File: src/design/core_region_pkg.sv
`default_nettype none

package core_region_pkg;

  // address or data word on every port
  typedef logic [31:0] word_t;

  // one enable bit per byte of a word
  typedef logic [3:0] be_t;

  // interrupt lines and the index of one line
  typedef logic [31:0] irq_vec_t;
  typedef logic [4:0]  irq_id_t;

  // address bits 31:20
  typedef logic [11:0] page_t;

  // window of the local data RAM
  localparam page_t LOCAL_DATA_PAGE = 12'h001;

  // source of the pending load/store response
  typedef enum logic [0:0] {
    RESP_EXT,
    RESP_RAM
  } lsu_resp_e;

endpackage

`default_nettype wire

File: src/design/lsu_demux.sv
`timescale 1ns/100ps
`default_nettype none

module lsu_demux (
  input  logic                   clk,
  input  logic                   rst_n,

  input  logic                   lsu_req_i,
  input  core_region_pkg::page_t lsu_page_i,
  output logic                   lsu_gnt_o,
  output logic                   lsu_rvalid_o,
  output core_region_pkg::word_t lsu_rdata_o,

  output logic                   ram_req_o,
  input  logic                   ram_gnt_i,
  input  logic                   ram_rvalid_i,
  input  core_region_pkg::word_t ram_rdata_i,

  output logic                   ext_req_o,
  input  logic                   ext_gnt_i,
  input  logic                   ext_rvalid_i,
  input  core_region_pkg::word_t ext_rdata_i
);

  import core_region_pkg::*;

  logic      is_local;
  lsu_resp_e resp_q;
  lsu_resp_e resp_d;

  assign is_local  = (lsu_page_i == LOCAL_DATA_PAGE);
  assign ram_req_o = lsu_req_i & is_local;
  assign ext_req_o = lsu_req_i & ~is_local;

  // grant comes from whichever side got the request
  always_comb begin
    lsu_gnt_o = 1'b0;
    resp_d    = resp_q;
    if (ext_req_o) begin
      lsu_gnt_o = ext_gnt_i;
      resp_d    = RESP_EXT;
    end else if (ram_req_o) begin
      lsu_gnt_o = ram_gnt_i;
      resp_d    = RESP_RAM;
    end
  end

  // remember the side of the last accepted request
  always_ff @(posedge clk or negedge rst_n) begin
    if (!rst_n) begin
      resp_q <= RESP_RAM;
    end else if (lsu_gnt_o) begin
      resp_q <= resp_d;
    end
  end

  // only one side answers at a time
  assign lsu_rvalid_o = ram_rvalid_i | ext_rvalid_i;
  assign lsu_rdata_o  = (resp_q == RESP_EXT) ? ext_rdata_i : ram_rdata_i;

endmodule

`default_nettype wire

File: config.mk
export PLATFORM = sky130hd
export DESIGN_NAME = lsu_demux
export DESIGN_NICKNAME = d
export VERILOG_FILES = /design/src/design/core_region_pkg.sv /design/src/design/lsu_demux.sv
export SDC_FILE = /design/constraint.sdc
export NUM_CORES = 1
export LEC_CHECK = 0
export BUFFER_PORTS_ARGS = -buffer_cell sky130_fd_sc_hd__buf_2
export CELL_PAD_IN_SITES_DETAIL_PLACEMENT = 0
export CELL_PAD_IN_SITES_GLOBAL_PLACEMENT = 2
export CORE_MARGIN = 2
export CORE_UTILIZATION = 10
export CTS_BUF_LIST = sky130_fd_sc_hd__clkbuf_8
export DETAILED_ROUTE_END_ITERATION = 6
export PLACE_DENSITY_LB_ADDON = 0.1
export SETUP_SLACK_MARGIN = 0.05
export SLEW_MARGIN = 20
export SYNTH_ARGS = -nofsm -noshare
export SYNTH_HDL_FRONTEND = slang
export SYNTH_SLANG_ARGS = --single-unit
File: constraint.sdc
create_clock -name clk -period 1.87 [get_ports clk]
set_clock_uncertainty 0.1 [all_clocks]
set_input_delay 0.2805 -clock clk [delete_from_list [all_inputs] [get_ports clk]]
set_output_delay 0.2805 -clock clk [all_outputs]
set_load 0.05 [all_outputs]
==> run_results.csv <==
group,metric,value,unit
run_status,outcome,"finished clean",
cells_and_area,fillers,583,
die,ios,119,
global_routing,grt-ovfl-total,0,
yosys,synth_cell_type_count,14,
global_routing,track_usage,6.74,%
die,die_y,76.3,µm
worst_setup_path,r2r_slack,0.80,ns
worst_setup_path,critPathArrivalTime,1.32,ns
cells_and_area,layout_common_cells,"117 x buf_2, 32 x mux2_2, 3 x nand2_1",
timing,rsz0062_at_grt,"false",
cells_and_area,registers.top_by_ff_count,"resp_q",
routing,routed_wirelength,2240,µm
worst_setup_path,r2r-end,"resp_q",
worst_setup_path,cp_max_fo,3,
global_routing,antenna_found_initial,0,
global_routing,grt_max_degree,25,
placed_design,gp_congestion,0.746,
routing,drc,0,
yosys,yosysTopAreaCellShare,68.9,%
power_and_ir_drop,power_density,274,nW/µm²
timing,hold_viol_final,0,
cells_and_area,utilization,23.6,%
timing,drv_slew,0,
cells_and_area,multi_input_area,462,µm²
cells_and_area,final_net_count,251,
routing,vias,879,
worst_setup_path,worst_setup_path_start_kind,"primary input",
routing,wl_per_cell,9.50,µm
timing,tightestPinTransition,0.250,ns
timing,clock.fmax,587,MHz
global_routing,gr-usage-met3,1.90,%
timing,finalCritPeriodShare,91.1,%
worst_setup_path,reg2regPathDepth,3,
placed_design,pre_cts_slack,0.125,ns
worst_setup_path,rr_startpoint,"resp_q",
power_and_ir_drop,leakage,0.000627,µW
cells_and_area,n_antenna_cell,0,
cells_and_area,largest_reg_flops,1,
placed_design,io_buffers,118,
min_path,hp-class,"primary input to asynchronous set/reset pin",
routing,postRouteAntennaNets,0,
yosys,syn-mean-instance-area,10.5,µm²
yosys,yosys_warnings,0,
yosys,netlist_instances,50,
power_and_ir_drop,irDropWorstVdd,66.2,µV
die,die_area,5820,µm²
timing,finalCriticalPeriod,1.70,ns
clocking,cts_hold_buf,0,
die,core-area,5070,µm²
cells_and_area,layout-drive-gt1-share,95.2,%
worst_setup_path,endpoint_kind,"output pin",
cells_and_area,reg_top3,"resp_q x1",
die,die_x,76.3,µm
global_routing,grt_pass1_wl,3500,µm
yosys,syn_nets,133,
yosys,syn-cell-area,523,µm²
worst_setup_path,critical_path_class,"primary input to output pin",
yosys,synth_largest_area_cell,"mux2_2",
global_routing,grt_pass1_vias,880,
die,start_util,10.3,%
flow_run,max_cap_viol_count,0,
routing,drtIter0Drc,2,
global_routing,grt_use_met2,15.3,%
routing,drt_pass1_iterations,2,
timing,relSlewSlack,83.2,%
timing,setup_ws,0.167,ns
cells_and_area,layout.cells.most_common,"buf_2",
die,rows,26,
global_routing,grt-busiest-layer,"met2",
clocking,clk_latency,0,ns
yosys,ys_seq_area_share,5.02,%
cells_and_area,seq_area,26.3,µm²
global_routing,grtUsageMet1,5.93,%
routing,vias_per_cell,3.72,
yosys,ys_ff_latch,1,
timing,setup_viol,0,
yosys,synthTopCellsByArea,"mux2_2 69%, buf_6 6.5%, dfstp_2 5.0%",
worst_setup_path,required,1.49,ns
timing,fin_tns_setup,0,ns
cells_and_area,area_delta_synth_final,129,%
clocking,path_clk_slew,0,ns
placed_design,dpl.hpwl,2030,µm
[metal layers]
layer | wire length (µm) | part of all wire [%]
met3 | 320 | 14
met5 | 0 | 0
met2 | 1190 | 53
met4 | 0 | 0
met1 | 733 | 33
[timing repair]
| action | CTS | global route |
|---|---|---|
| setup buffers | 0 | 0 |
| gates resized for setup | 0 | 1 |
| setup endpoints to repair | 0 | 1 |
[Yosys cell counts, drive strengths merged]
| library cell | number |
|---|---|
| dfstp | 1 |
| mux2i | 1 |
| nor4 | 2 |
| nand2 | 3 |
| or2 | 1 |
| and4 | 1 |
| and2 | 1 |
| nor4b | 1 |
| o21ai | 1 |
| buf | 4 |
| a21oi | 1 |
| nand3 | 1 |
| mux2 | 32 |
[critical path, cell delays in order]
cell,delay (ns)
buf_2,0.10
nor4_2,0.30
nand3_1,0.19
mux2i_2,0.20
clkbuf_4,0.25
[cells by family after synthesis]
kind of cell	Yosys count	share of synthesized area, %
muxes	33	70.8
and+or+nand+nor	10	14.8
buffers and inverters	4	7.41
AOI/OAI and AO/OA	2	1.91
DFF	1	5.02
[metrics by stage]
step	hold slack (ns)	instance area [µm²]	cells	power, µW
6_report	0.116	1200	236	328
5_1_grt	0.123	1200	236	345
4_1_cts	0.117	1190	236	330
3_5_place_dp	0.117	1190	236	329
2_1_floorplan	0.0327	527	50	211
3_3_place_gp	0.114	1190	236	327
[report_power, final]
group          switching, µW  internal (µW)
combinational            190            116
clock                      0              0
sequential           0.00833           22.1
total                    190            138
[area by class of cell]
cell class | count | area share [%]
tap | 70 | 7.32
multi-input combinational | 45 | 38.6
sequential | 1 | 2.20
timing repair buffer | 120 | 51.9
[worst max path at each step]
stage	start	to	slack, ns	cells past startpoint
global route	lsu_page_i[2]	lsu_gnt_o	0.07	5
CTS	lsu_page_i[2]	lsu_gnt_o	0.11	5
finish	lsu_page_i[2]	lsu_gnt_o	0.17	5
floorplan	lsu_page_i[2]	lsu_gnt_o	0.17	3
detailed placement	lsu_page_i[2]	lsu_gnt_o	0.13	5
global placement	lsu_page_i[2]	lsu_gnt_o	0.13	5
(Power assumes the default switching activity.)
