### config.mk
export PLATFORM = sky130hd
export DESIGN_NAME = irq_id_encoder
export DESIGN_NICKNAME = d
export VERILOG_FILES = /design/src/design/core_region_pkg.sv /design/src/design/irq_id_encoder.sv
export SDC_FILE = /design/constraint.sdc
export NUM_CORES = 1
export LEC_CHECK = 0
export ABC_AREA = 1
export BUFFER_PORTS_ARGS = -buffer_cell sky130_fd_sc_hd__clkbuf_2
export CAP_MARGIN = 20
export CORE_MARGIN = 2
export CORE_UTILIZATION = 25
export DETAILED_ROUTE_END_ITERATION = 6
export GPL_TIMING_DRIVEN = 0
export PLACE_DENSITY_LB_ADDON = 0.12
export SLEW_MARGIN = 30
export SYNTH_ARGS = -nofsm -noshare
export SYNTH_HDL_FRONTEND = slang
export SYNTH_SLANG_ARGS = --single-unit
export TNS_END_PERCENT = 5
### constraint.sdc
create_clock -name vclk -period 3
set_input_delay 0.45 -clock vclk [all_inputs]
set_output_delay 0.45 -clock vclk [all_outputs]
set_load 0.01 [all_outputs]
### src/design/core_region_pkg.sv
`default_nettype none

package core_region_pkg;

  // address or data word on every port
  typedef logic [31:0] word_t;

  // one enable bit per byte of a word
  typedef logic [3:0] be_t;

  // interrupt lines and the index of one line
  typedef logic [31:0] irq_vec_t;
  typedef logic [4:0]  irq_id_t;

  // address bits 31:20
  typedef logic [11:0] page_t;

  // window of the local data RAM
  localparam page_t LOCAL_DATA_PAGE = 12'h001;

  // source of the pending load/store response
  typedef enum logic [0:0] {
    RESP_EXT,
    RESP_RAM
  } lsu_resp_e;

endpackage

`default_nettype wire

### src/design/irq_id_encoder.sv
`timescale 1ns/100ps
`default_nettype none

module irq_id_encoder (
  input  core_region_pkg::irq_vec_t irq_i,
  output logic                      irq_o,
  output core_region_pkg::irq_id_t  irq_id_o
);

  import core_region_pkg::*;

  // any pending line
  assign irq_o = |irq_i;

  // later matches overwrite earlier ones, so the highest set line wins
  always_comb begin
    irq_id_o = '0;
    for (int i = 0; i < $bits(irq_vec_t); i++) begin
      if (irq_i[i]) begin
        irq_id_o = irq_id_t'(i);
      end
    end
  end

endmodule

`default_nettype wire

==> impl_metrics.csv, run 1 <==
group,metric,value,unit
layout,drive_gt1_frac,0.2986,
drt,postRouteWirelength,1033,um
logic_synthesis,synth_most_common_cell,"nand2_1",
setup_path,critPathSlowestCell,"clkbuf_2",
logic_synthesis,synth_area_per_cell,4.049,sq um
pwr,peakVddDrop,0.03881,mV
layout,seq_cells,0,
sta,fin_tns_setup,0,ns
floorplan,rows,14,
setup_path,worstSetupStartpointType,"input port",
placed_design,dp_hpwl,1008,um
clocking,cts_setup_buffers,0,
sta,drv_slew,0,
global_routing,grtUsageTotal,0.1071,
placed_design,dpl_cell_area,639.4,sq um
floorplan,die_w,45.43,um
sta,setup_slack,0.4160,ns
logic_synthesis,yosysSeqAreaShare,0,
drt,drtPass1Iterations,4,
floorplan,dieHeight,45.43,um
drt,vias_per_cell,4.044,
setup_path,crit_top_cell,"nand2_1",
sta,setup_viol,0,
hold_path,hold_depth,4,
layout,antennaDiodeCount,0,
drt,num_vias,647,
clocking,cts_resized,0,
logic_synthesis,yosys.area.top_type,"nand2_1",
floorplan,ioPinCount,38,
drt,route.detailed.drc,0,
logic_synthesis,yosysTopAreaCellShare,0.4286,
pwr,power.density,102.0,nW/um^2
placed_design,port_buffers,38,
setup_path,crit_fanout,3,
layout,final_area,639.4,sq um
drt,drt-initial-drc-count,7,
sta,tightest_slew,0.2443,ns
hold_path,worstHoldStart,"irq_i[31]",
layout,seq_area,0,sq um
outcome,run_status,"completed",
logic_synthesis,post_synth_instance_area,429.2,sq um
setup_path,arrival,2.13,ns
logic_synthesis,yosys_warnings,0,
floorplan,coreArea,1559,sq um
drt,wire_per_inst,6.456,um
floorplan,die-area,2064,sq um
sta,holdWs,1.192,ns
global_routing,grt_pass1_vias,563,
sta,rsz0062_at_grt,"false",
pwr,leakagePower,0.4666,nW
sta,fmax,387.0,MHz
setup_path,worstSetupPathType,"input port to output port",
logic_synthesis,synth_fp_nets,138,
sta,fin_crit,2.584,ns
global_routing,gr-total-overflow,0,
sta,finalCritPeriodShare,0.8613,
setup_path,crit_path_max_incr_delay,0.12,ns
setup_path,critical_path.endpoint_type,"output port",
hold_path,min_to,"irq_id_o[0]",
sta,hold_viol_final,0,
logic_synthesis,yosysUniqueCellTypes,11,
global_routing,antenna_found_initial,0,
placed_design,place_congestion,0.6552,
clocking,hold_buffers,0,
layout,syn_to_final_growth,48.98,%
setup_path,worstPathRequired,2.55,ns
layout,multi_input_area,302.8,sq um
logic_synthesis,synthTopCellsByCount,"nand2_1, inv_1, nor2_1, inv_2, nand3_1",
layout,fillers,187,
global_routing,grt_pass1_wl,1787,um
floorplan,initial_core_util,0.2753,
global_routing,grt_max_degree,4,
placed_design,dp_slack,0.3862,ns
layout,n_clock_buffer,0,
layout,finish.net_count,178,
drt,antenna_left,0,
logic_synthesis,synth_area_leaders,"nand2_1, inv_1, nor2_1",
logic_synthesis,synth_cells,106,
flow_run,maxCapViolations,0,
sta,slew_headroom,0.8356,
hold_path,min_path_type,"input port to output port",
[per-stage QoR]
step           power (mW)    util  cells
5_1_grt           0.07621  0.4101    160
2_1_floorplan     0.03472       -    106
3_3_place_gp      0.06442  0.4101    160
3_5_place_dp      0.06615  0.4101    160
6_report          0.06524  0.4101    160
4_1_cts           0.06638  0.4101    160
[layout make-up]
type,instances,share of cell area
tap,16,0.03131
timing repair buffer,38,0.2975
inverter,30,0.1977
multi-input combinational,76,0.4736
[cells in the final DEF, fill, tap and decap left out]
cell type / instances
nand2_1: 49
bufinv_8: 1
o31ai_1: 1
nor2_1: 19
o21ai_0: 1
nor4_1: 1
o21bai_1: 1
inv_2: 4
inv_1: 25
a31oi_1: 1
clkbuf_2: 38
nand3_1: 3
[critical path, delay by kind of cell]
| family | cells | cell delay, ns |
|---|---|---|
| and+or+nand+nor | 30 | 1.43 |
| buffers and inverters | 3 | 0.26 |
[power breakdown]
group          switching (mW)  internal (mW)  leakage [nW]  total, mW
Sequential                  0              0             0          0
Clock                       0              0             0          0
Combinational          0.0328         0.0324         0.467     0.0652
[worst max path at each step]
stage	to	depth (start not counted)	slack [ns]	from
floorplan	irq_id_o[0]	31	0.78	irq_i[2]
global placement	irq_id_o[0]	33	0.44	irq_i[2]
detailed placement	irq_id_o[0]	33	0.39	irq_i[2]
CTS	irq_id_o[0]	33	0.38	irq_i[2]
global route	irq_id_o[0]	33	0.07	irq_i[2]
finish	irq_id_o[0]	33	0.42	irq_i[2]
[logic make-up (layout without fill, tap and decap cells)]
logic type	count (synthesis)	after routing	share of synthesized area
AO/OA/AOI/OAI	4	4	0.06124
buffers and inverters	30	68	0.2945
AND/OR/NAND/NOR	72	72	0.6443
[metal layers]
layer	wire length, um	global-route usage	share of wire
met2	484	0.2310	0.47
met4	0	0	0
met3	89	0.003968	0.086
met5	0	0	0
met1	459	0.1167	0.44
Power figures use the tool's default switching activity.
==> run 2: changes to the inputs <==
--- a/config.mk
+++ b/config.mk
@@ -13,6 +13,7 @@
 export DETAILED_ROUTE_END_ITERATION = 6
 export GPL_TIMING_DRIVEN = 0
 export PLACE_DENSITY_LB_ADDON = 0.12
+export RECOVER_POWER = 25
 export SLEW_MARGIN = 30
 export SYNTH_ARGS = -nofsm -noshare
 export SYNTH_HDL_FRONTEND = slang
==> impl_metrics.csv, run 2 (synthesis results as in run 1) <==
group,metric,value,unit
layout,seq_cells,0,
layout,n_clock_buffer,0,
pwr,finalPower,0.06524,mW
floorplan,coreArea,1559,sq um
sta,fin_tns_setup,0,ns
sta,holdWs,1.192,ns
setup_path,worstSetupStartpointType,"input port",
setup_path,arrival,2.13,ns
sta,finalCritPeriodShare,0.8613,
outcome,run_status,"completed",
clocking,cts_resized,0,
drt,antenna_left,0,
global_routing,grt_max_degree,4,
placed_design,dp.cells,160,
floorplan,initial_core_util,0.2753,
drt,num_vias,645,
setup_path,critical_path.endpoint_type,"output port",
layout,fillers,186,
sta,fin_crit,2.584,ns
layout,final_area,638.1,sq um
global_routing,grtUsageTotal,0.1071,
placed_design,dp_slack,0.3862,ns
layout,antennaDiodeCount,0,
pwr,leakagePower,0.4641,nW
clocking,hold_buffers,0,
drt,drtPass1Iterations,4,
global_routing,gr-total-overflow,0,
placed_design,place_congestion,0.6552,
sta,setup_viol,0,
drt,vias_per_cell,4.031,
setup_path,crit_top_cell,"nand2_1",
floorplan,dieHeight,45.43,um
setup_path,worstSetupPathType,"input port to output port",
floorplan,die-area,2064,sq um
layout,syn_to_final_growth,48.69,%
placed_design,dpl_cell_area,639.4,sq um
sta,setup_slack,0.4160,ns
global_routing,grt_pass1_vias,563,
layout,finish.net_count,178,
floorplan,ioPinCount,38,
floorplan,rows,14,
placed_design,dp_hpwl,1008,um
global_routing,grt_pass1_wl,1787,um
drt,route.detailed.drc,0,
setup_path,crit_path_max_incr_delay,0.12,ns
layout,final_cell_mix,"nand2_1, clkbuf_2, inv_1, nor2_1, inv_2",
layout,final_common_cell,"nand2_1",
clocking,cts_setup_buffers,0,
hold_path,min_path_type,"input port to output port",
flow_run,maxCapViolations,0,
setup_path,crit_fanout,3,
sta,fmax,387.0,MHz
setup_path,worstPathRequired,2.55,ns
sta,tightest_slew,0.2423,ns
placed_design,port_buffers,38,
setup_path,critPathSlowestCell,"clkbuf_2",
sta,rsz0062_at_grt,"false",
layout,multi_input_area,302.8,sq um
pwr,power.density,102.2,nW/um^2
drt,wire_per_inst,6.450,um
global_routing,antenna_found_initial,0,
layout,drive_gt1_frac,0.2917,
pwr,peakVddDrop,0.03881,mV
drt,drt-initial-drc-count,7,
drt,postRouteWirelength,1032,um
sta,slew_headroom,0.8370,
layout,final_cells,160,
layout,seq_area,0,sq um
layout,final_util,0.4093,
sta,drv_slew,0,
sta,hold_viol_final,0,
floorplan,die_w,45.43,um
==> run 2: cell types whose count changed in the layout (fill, tap and decap cells not counted) <==
| cell | change |
|---|---|
| clkbuf_1 | +1 |
| clkbuf_2 | -1 |
==> run 2: worst paths after layout <==
path	startpoint	end	slack (ns)	cells after the start
setup / recovery	irq_i[2]	irq_id_o[0]	0.42	33
hold / removal	irq_i[31]	irq_id_o[0]	1.19	4
==> run 2: cell type report <==
class / count / area share
inverters: 30 / 0.1980
multi-input cells: 76 / 0.4745
well taps: 16 / 0.03137
repair buffers: 38 / 0.2961
==> run 2: critical path, delay by kind of cell <==
| family | cells | cell delay [ns] |
|---|---|---|
| simple gates | 30 | 1.43 |
| buf+inv | 3 | 0.26 |
==> run 2: metal layers <==
layer	wire, um	up-vias	track usage
met4	0	0	0
li1	-	377	-
met2	483	21	0.2310
met1	459	247	0.1167
met5	0	-	0
met3	88	0	0.003968
==> run 2: power by group <==
part	internal, mW	switching, mW
registers	0	0
logic	0.0324	0.0328
clock network	0	0
total	0.0324	0.0328
