===== config.mk =====
export PLATFORM = sky130hd
export DESIGN_NAME = ram_arbiter
export DESIGN_NICKNAME = d
export VERILOG_FILES = /design/src/design/core_region_pkg.sv /design/src/design/ram_arbiter.sv
export SDC_FILE = /design/constraint.sdc
export NUM_CORES = 1
export LEC_CHECK = 0
export BUFFER_PORTS_ARGS = -buffer_cell sky130_fd_sc_hd__buf_2
export CAP_MARGIN = 40
export CORE_AREA = 2 2 82 84
export DETAILED_ROUTE_END_ITERATION = 10
export DIE_AREA = 0 0 84 86
export PLACE_DENSITY = 0.61
export SETUP_SLACK_MARGIN = 0.05
export SYNTH_ARGS = -nofsm -noshare
export SYNTH_HDL_FRONTEND = slang
export SYNTH_SLANG_ARGS = --single-unit

===== constraint.sdc =====
create_clock -name clk -period 2.2 [get_ports clk]
set_input_delay 0.22 -clock clk [delete_from_list [all_inputs] [get_ports clk]]
set_output_delay 0.22 -clock clk [all_outputs]
set_load 0.01 [all_outputs]

===== src/design/core_region_pkg.sv =====
`default_nettype none

package core_region_pkg;

  // address or data word on every port
  typedef logic [31:0] word_t;

  // one enable bit per byte of a word
  typedef logic [3:0] be_t;

  // interrupt lines and the index of one line
  typedef logic [31:0] irq_vec_t;
  typedef logic [4:0]  irq_id_t;

  // address bits 31:20
  typedef logic [11:0] page_t;

  // window of the local data RAM
  localparam page_t LOCAL_DATA_PAGE = 12'h001;

  // source of the pending load/store response
  typedef enum logic [0:0] {
    RESP_EXT,
    RESP_RAM
  } lsu_resp_e;

endpackage

`default_nettype wire


===== src/design/ram_arbiter.sv =====
`timescale 1ns/100ps
`default_nettype none

module ram_arbiter (
  input  logic                   clk,
  input  logic                   rst_n,

  // loader port, never stalled
  input  logic                   load_req_i,
  input  logic                   load_we_i,
  input  core_region_pkg::word_t load_addr_i,
  input  core_region_pkg::be_t   load_be_i,
  input  core_region_pkg::word_t load_wdata_i,

  // load/store port
  input  logic                   core_req_i,
  input  logic                   core_we_i,
  input  core_region_pkg::word_t core_addr_i,
  input  core_region_pkg::be_t   core_be_i,
  input  core_region_pkg::word_t core_wdata_i,
  output logic                   core_gnt_o,
  output logic                   core_rvalid_o,

  // shared RAM port
  output logic                   ram_en_o,
  output logic                   ram_we_o,
  output core_region_pkg::word_t ram_addr_o,
  output core_region_pkg::be_t   ram_be_o,
  output core_region_pkg::word_t ram_wdata_o
);

  // core only gets the RAM when the loader is idle
  assign core_gnt_o = core_req_i & ~load_req_i;
  assign ram_en_o   = load_req_i | core_req_i;

  always_comb begin
    if (load_req_i) begin
      ram_we_o    = load_we_i;
      ram_addr_o  = load_addr_i;
      ram_be_o    = load_be_i;
      ram_wdata_o = load_wdata_i;
    end else begin
      ram_we_o    = core_we_i;
      ram_addr_o  = core_addr_i;
      ram_be_o    = core_be_i;
      ram_wdata_o = core_wdata_i;
    end
  end

  // read data shows up one cycle after the access, reads and writes alike
  always_ff @(posedge clk or negedge rst_n) begin
    if (!rst_n) begin
      core_rvalid_o <= 1'b0;
    end else begin
      core_rvalid_o <= core_gnt_o;
    end
  end

endmodule

`default_nettype wire


==> impl_results.md, run 1 <==
- Synth Cell Area: ~1200 sq um
- Drt wl/cell: 12.5 um
- Leak: 1.44 nW
- Final Hold Vio Count: 0
- Total grt overflow: 0
- Class of the most critical setup path: input pin to output pin
- Cells after DPL: approximately 360
- PD cells: 226 nW/um^2
- Routed Antenna Nets: 0
- Drt via density: 3.98
- Slew Limit Fails: 0
- Layout area overhead: 87.1%
- Top Family by Delay on Critical Path: buffers and inverters
- DP Wirelength: 4.25 mm
- Initial Util: 19.5%
- GRT met1 Usage: 11.5%
- Number of port buffers: 213
- Fin crit period: 1.41 ns
- Die ar.: 7220 sq um
- Filler Cells Inserted: 630
- Synth Area per Inst: 15.3 sq um
- Worst path slowest cell: mux2_4
- Critical path fanouts, max: 32
- Actual slew at the worst max-slew pin: 0.246 ns
- Met3 GRT Util: 1.25%
- Period utilization: 64.0%
- WL final: 4.57 mm
- Grt peak-use layer: met2
- Status: finished, final reports clean
- Post-layout util: 36.4%
- Max stage delay on crit path: 0.32 ns
- Share of cells above drive strength 1: a little under 100%
- Setup TNS: 0 ns
- Met2 GRT Util: 23.9%
- Chip Height: 86 um
- Core box area: 6280 sq um
- Fin area: 2280 sq um
- Worst Setup Slack, final: 0.793 ns
- Buffers and inverters on the worst path: 3
- DR iter-0 viols: 6
- Initial antenna violation count: 0
- First-pass GRT wire length: roughly 6.9 mm
- Vias: 1452
- Global Route Usage Sum: 11.0%
- VDD IR-drop max: between 0.1 and 0.15 mV
- Syn nets: 222
- Worst EP arrival: around 1.2 ns
- Max cap viols: 0
- IO Pins: around 210
- Number of global-route vias before repair: around 1600
- RePlAce Congestion: 0.780
- Largest net degree at the start of global routing: 33
- CP startpoint kind: input pin
- Fmax: approximately 700 MHz
- Register area share after synthesis: 2.05%
- Cells after Synth: 80
- Rel. slew slack: 83.6%
- Non-Filler Instances: approximately 370
- Setup bufs post-CTS: 0
- Finish-stage setup viols: 0
- Die Span X: between 80 and 90 um
- Unrepaired setup endpoints after global routing: false
- Library cells used by synthesis: 7
- HP Class: input pin to register
- Crit path cell chain: buf_4 > buf_12 > mux2_4 > buf_2
- CP required: 1.98 ns
- Top reg by flops: core_rvalid_o
- Number of synthesized register bits: 1
- Hold Slack: 0.503 ns
- Worst setup EP type: output pin
- Placed cell area: 2270 sq um
- FP Rows: 29
- Warnings from Yosys: 0
- Final nets: about 430
- Pre-Repair DR Iteration Count: 4
- Ant diodes: 0
- Pre-CTS WS: 0.791 ns
- Max FFs per register: 1
- Final Power: just over 0.5 mW
- Biggest regs: core_rvalid_o x1
- DRC Markers: 0
- Worst-path clk slew: 0 ns
-- where the power goes --
group          switching [mW]  total, mW  internal [mW]
clock network               0          0              0
registers            0.000257     0.0199         0.0197
logic                   0.187      0.497          0.310
total                   0.187      0.517          0.330
-- cells in the mapped netlist --
library cell | number | area, sq um
buf_12 | 7 | 140
buf_6 | 1 | 11.3
dfrtp_1 | 1 | 25.0
mux2_2 | 1 | 11.3
mux2_4 | 68 | 1020
nor2b_1 | 1 | 6.26
or2_2 | 1 | 6.26
-- cell families after synthesis --
kind of cell / synth area share, %
muxes: 84.5
buffers and inverters: 12.4
DFF: 2.05
and+or+nand+nor: 1.03
-- cells in the final DEF (no fill, tap or decap) --
| cell | n |
|---|---|
| mux2_4 | 68 |
| dfrtp_1 | 1 |
| buf_12 | 2 |
| dlygate4sd3_1 | 1 |
| or2_2 | 1 |
| mux2_2 | 1 |
| nor2b_1 | 1 |
| buf_4 | 1 |
| buf_2 | 212 |
-- final cells by class --
class                      instances  area (sq um)  share of cell area (%)
tap                               77          96.3                    4.22
multi-input combinational         71          1040                    45.7
timing repair buffer             216          1120                    49.0
sequential                         1          25.0                    1.10
-- worst paths after layout --
kind,depth (start not counted),from,end
min in group asynchronous,2,rst_n,core_rvalid_o
worst min-delay path,2,core_req_i,core_rvalid_o
max in group asynchronous,2,rst_n,core_rvalid_o
worst max-delay path,4,load_req_i,ram_wdata_o[12]
-- repair_timing --
action	4_1_cts	5_1_grt
endpoints found under the hold margin	1	0
hold buffers	1	0
resized for setup	0	0
-- routing by layer --
metal,up-vias,part of all wire [%]
met1,639,33
met5,-,0
li1,717,-
met4,0,0.26
met2,94,59
met3,2,7.8
(Power assumes the default switching activity.)
==> inputs of run 2 (changes only) <==
clock period = 1.4 ns   (was 2.2 ns; I/O delays follow)
==> run 2 against run 1 <==
Utilization up 0.12 points. Sequential cell count unchanged. Sequential share of layout area about the same. Die area unchanged. Power up 58%. Combinational power up 58%. Via count up 1.2%. Final cell count up 0.27%. Worst setup slack worse by 0.60 ns. Critical path depth unchanged.
==> impl_results.md, run 2 (synthesis results as in run 1) <==
- Post-layout util: 36.5%
- Max cap viols: 0
- Hold Slack: 0.424 ns
- HP Class: input pin to register
- Rel. slew slack: 85.3%
- Final nets: around 430
- Leak: 1.45 nW
- Critical path fanouts, max: 30
- Biggest regs: core_rvalid_o x1
- DP Wirelength: 4.25 mm
- Slew Limit Fails: 0
- Actual slew at the worst max-slew pin: between 0.2 and 0.25 ns
- Reg area: 25.0 sq um
- Number of global-route vias before repair: 1549
- Period utilization: 86.1%
- Class of the most critical setup path: input pin to output pin
- # resized after CTS: 0
- First-pass GRT wire length: 6.80 mm
- Max FFs per register: 1
- PD cells: 356 nW/um^2
- Fmax: 830 MHz
- Setup TNS: 0 ns
- Die Span X: 84 um
- Worst-path clk slew: 0 ns
- Status: finished, final reports clean
- Ant diodes: 0
- Total grt overflow: 0
- VDD IR-drop max: between 0.15 and 0.2 mV
- CP required: between 1 and 1.5 ns
- Critical Path Start: load_req_i
- Final Hold Vio Count: 0
- Vias: between 1000 and 1500
- Top reg by flops: core_rvalid_o
- Finish-stage setup viols: 0
- Number of port buffers: approximately 210
- Initial Util: 19.5%
- Die ar.: approximately 7200 sq um
- Multi-input logic area: 1040 sq um
- WL final: 4.58 mm
- Pre-Repair DR Iteration Count: 3
- Layout area overhead: 87.7%
- Worst setup EP type: output pin
- Core box area: 6280 sq um
- Commonest non-fill, non-tap cells in the layout: 212 x buf_2, 68 x mux2_4, 2 x buf_4, 2 x buf_12
- Drt wl/cell: 12.5 um
- Drt via density: 4.02
- Unrepaired setup endpoints after global routing: false
- Chip Height: 86 um
- Fin area: 2290 sq um
- Global Route Usage Sum: 11.0%
- Fin crit period: 1.21 ns
- Final Power: 0.816 mW
- Commonest non-fill, non-tap cell in the layout: buf_2
- Filler Cells Inserted: 661
- WHS Path Cells: 2
- DRC Markers: 0
- RePlAce Congestion: 0.764
- Largest net degree at the start of global routing: 31
- Routed Antenna Nets: 0
- Share of cells above drive strength 1: between 90% and 100%
- Worst EP arrival: 1.07 ns
- IO Pins: between 200 and 250
- DR iter-0 viols: 6
- Placed cell area: 2280 sq um
- Initial antenna violation count: 0
- CP startpoint kind: input pin
- FP Rows: 29
- Worst hold path startpoint: core_req_i
-- run 2: through the flow --
stage	worst slack, ns	instances
floorplan	0.490	80
global placement	0.186	365
detailed placement	0.180	365
CTS	0.180	366
global route	0.148	366
finish	0.195	366
-- run 2: final timing paths --
path	endpoint	slack, ns
max in group asynchronous	core_rvalid_o	0.84
min	core_rvalid_o	0.42
max	ram_be_o[1]	0.19
min in group asynchronous	core_rvalid_o	0.47
-- run 2: repair_timing --
| action | 4_1_cts | 5_1_grt |
|---|---|---|
| buffers inserted | 0 | 0 |
| endpoints found under the hold margin | 1 | 0 |
| hold buffers | 1 | 0 |
-- run 2: final cells by class --
type	count	share of cell area, %
Timing Repair Buffer	217	49.1
Multi-Input combinational cell	71	45.6
Tap cell	77	4.20
Sequential cell	1	1.09
-- run 2: routing by layer --
| metal | track usage (%) | wire length (um) | vias to the layer above |
|---|---|---|---|
| met2 | 24.1 | 2670 | 92 |
| met3 | 0.770 | 324 | 0 |
| met5 | 0 | 0 | - |
| met1 | 11.8 | 1580 | 658 |
| li1 | - | - | 720 |
| met4 | 0 | 0 | 0 |
-- run 2: worst max-delay path: stages --
cell and delay, ns:
buf_4 0.18, buf_12 0.25, mux2_2 0.35, buf_2 0.14
-- run 2: power by group --
group | internal [mW] | total, mW | leakage (nW) | switching (mW)
sequential | 0.0309 | 0.0315 | 0.0129 | 0.000633
clock | 0 | 0 | 0 | 0
combinational | 0.489 | 0.785 | 1.43 | 0.296
total | 0.520 | 0.816 | 1.45 | 0.296
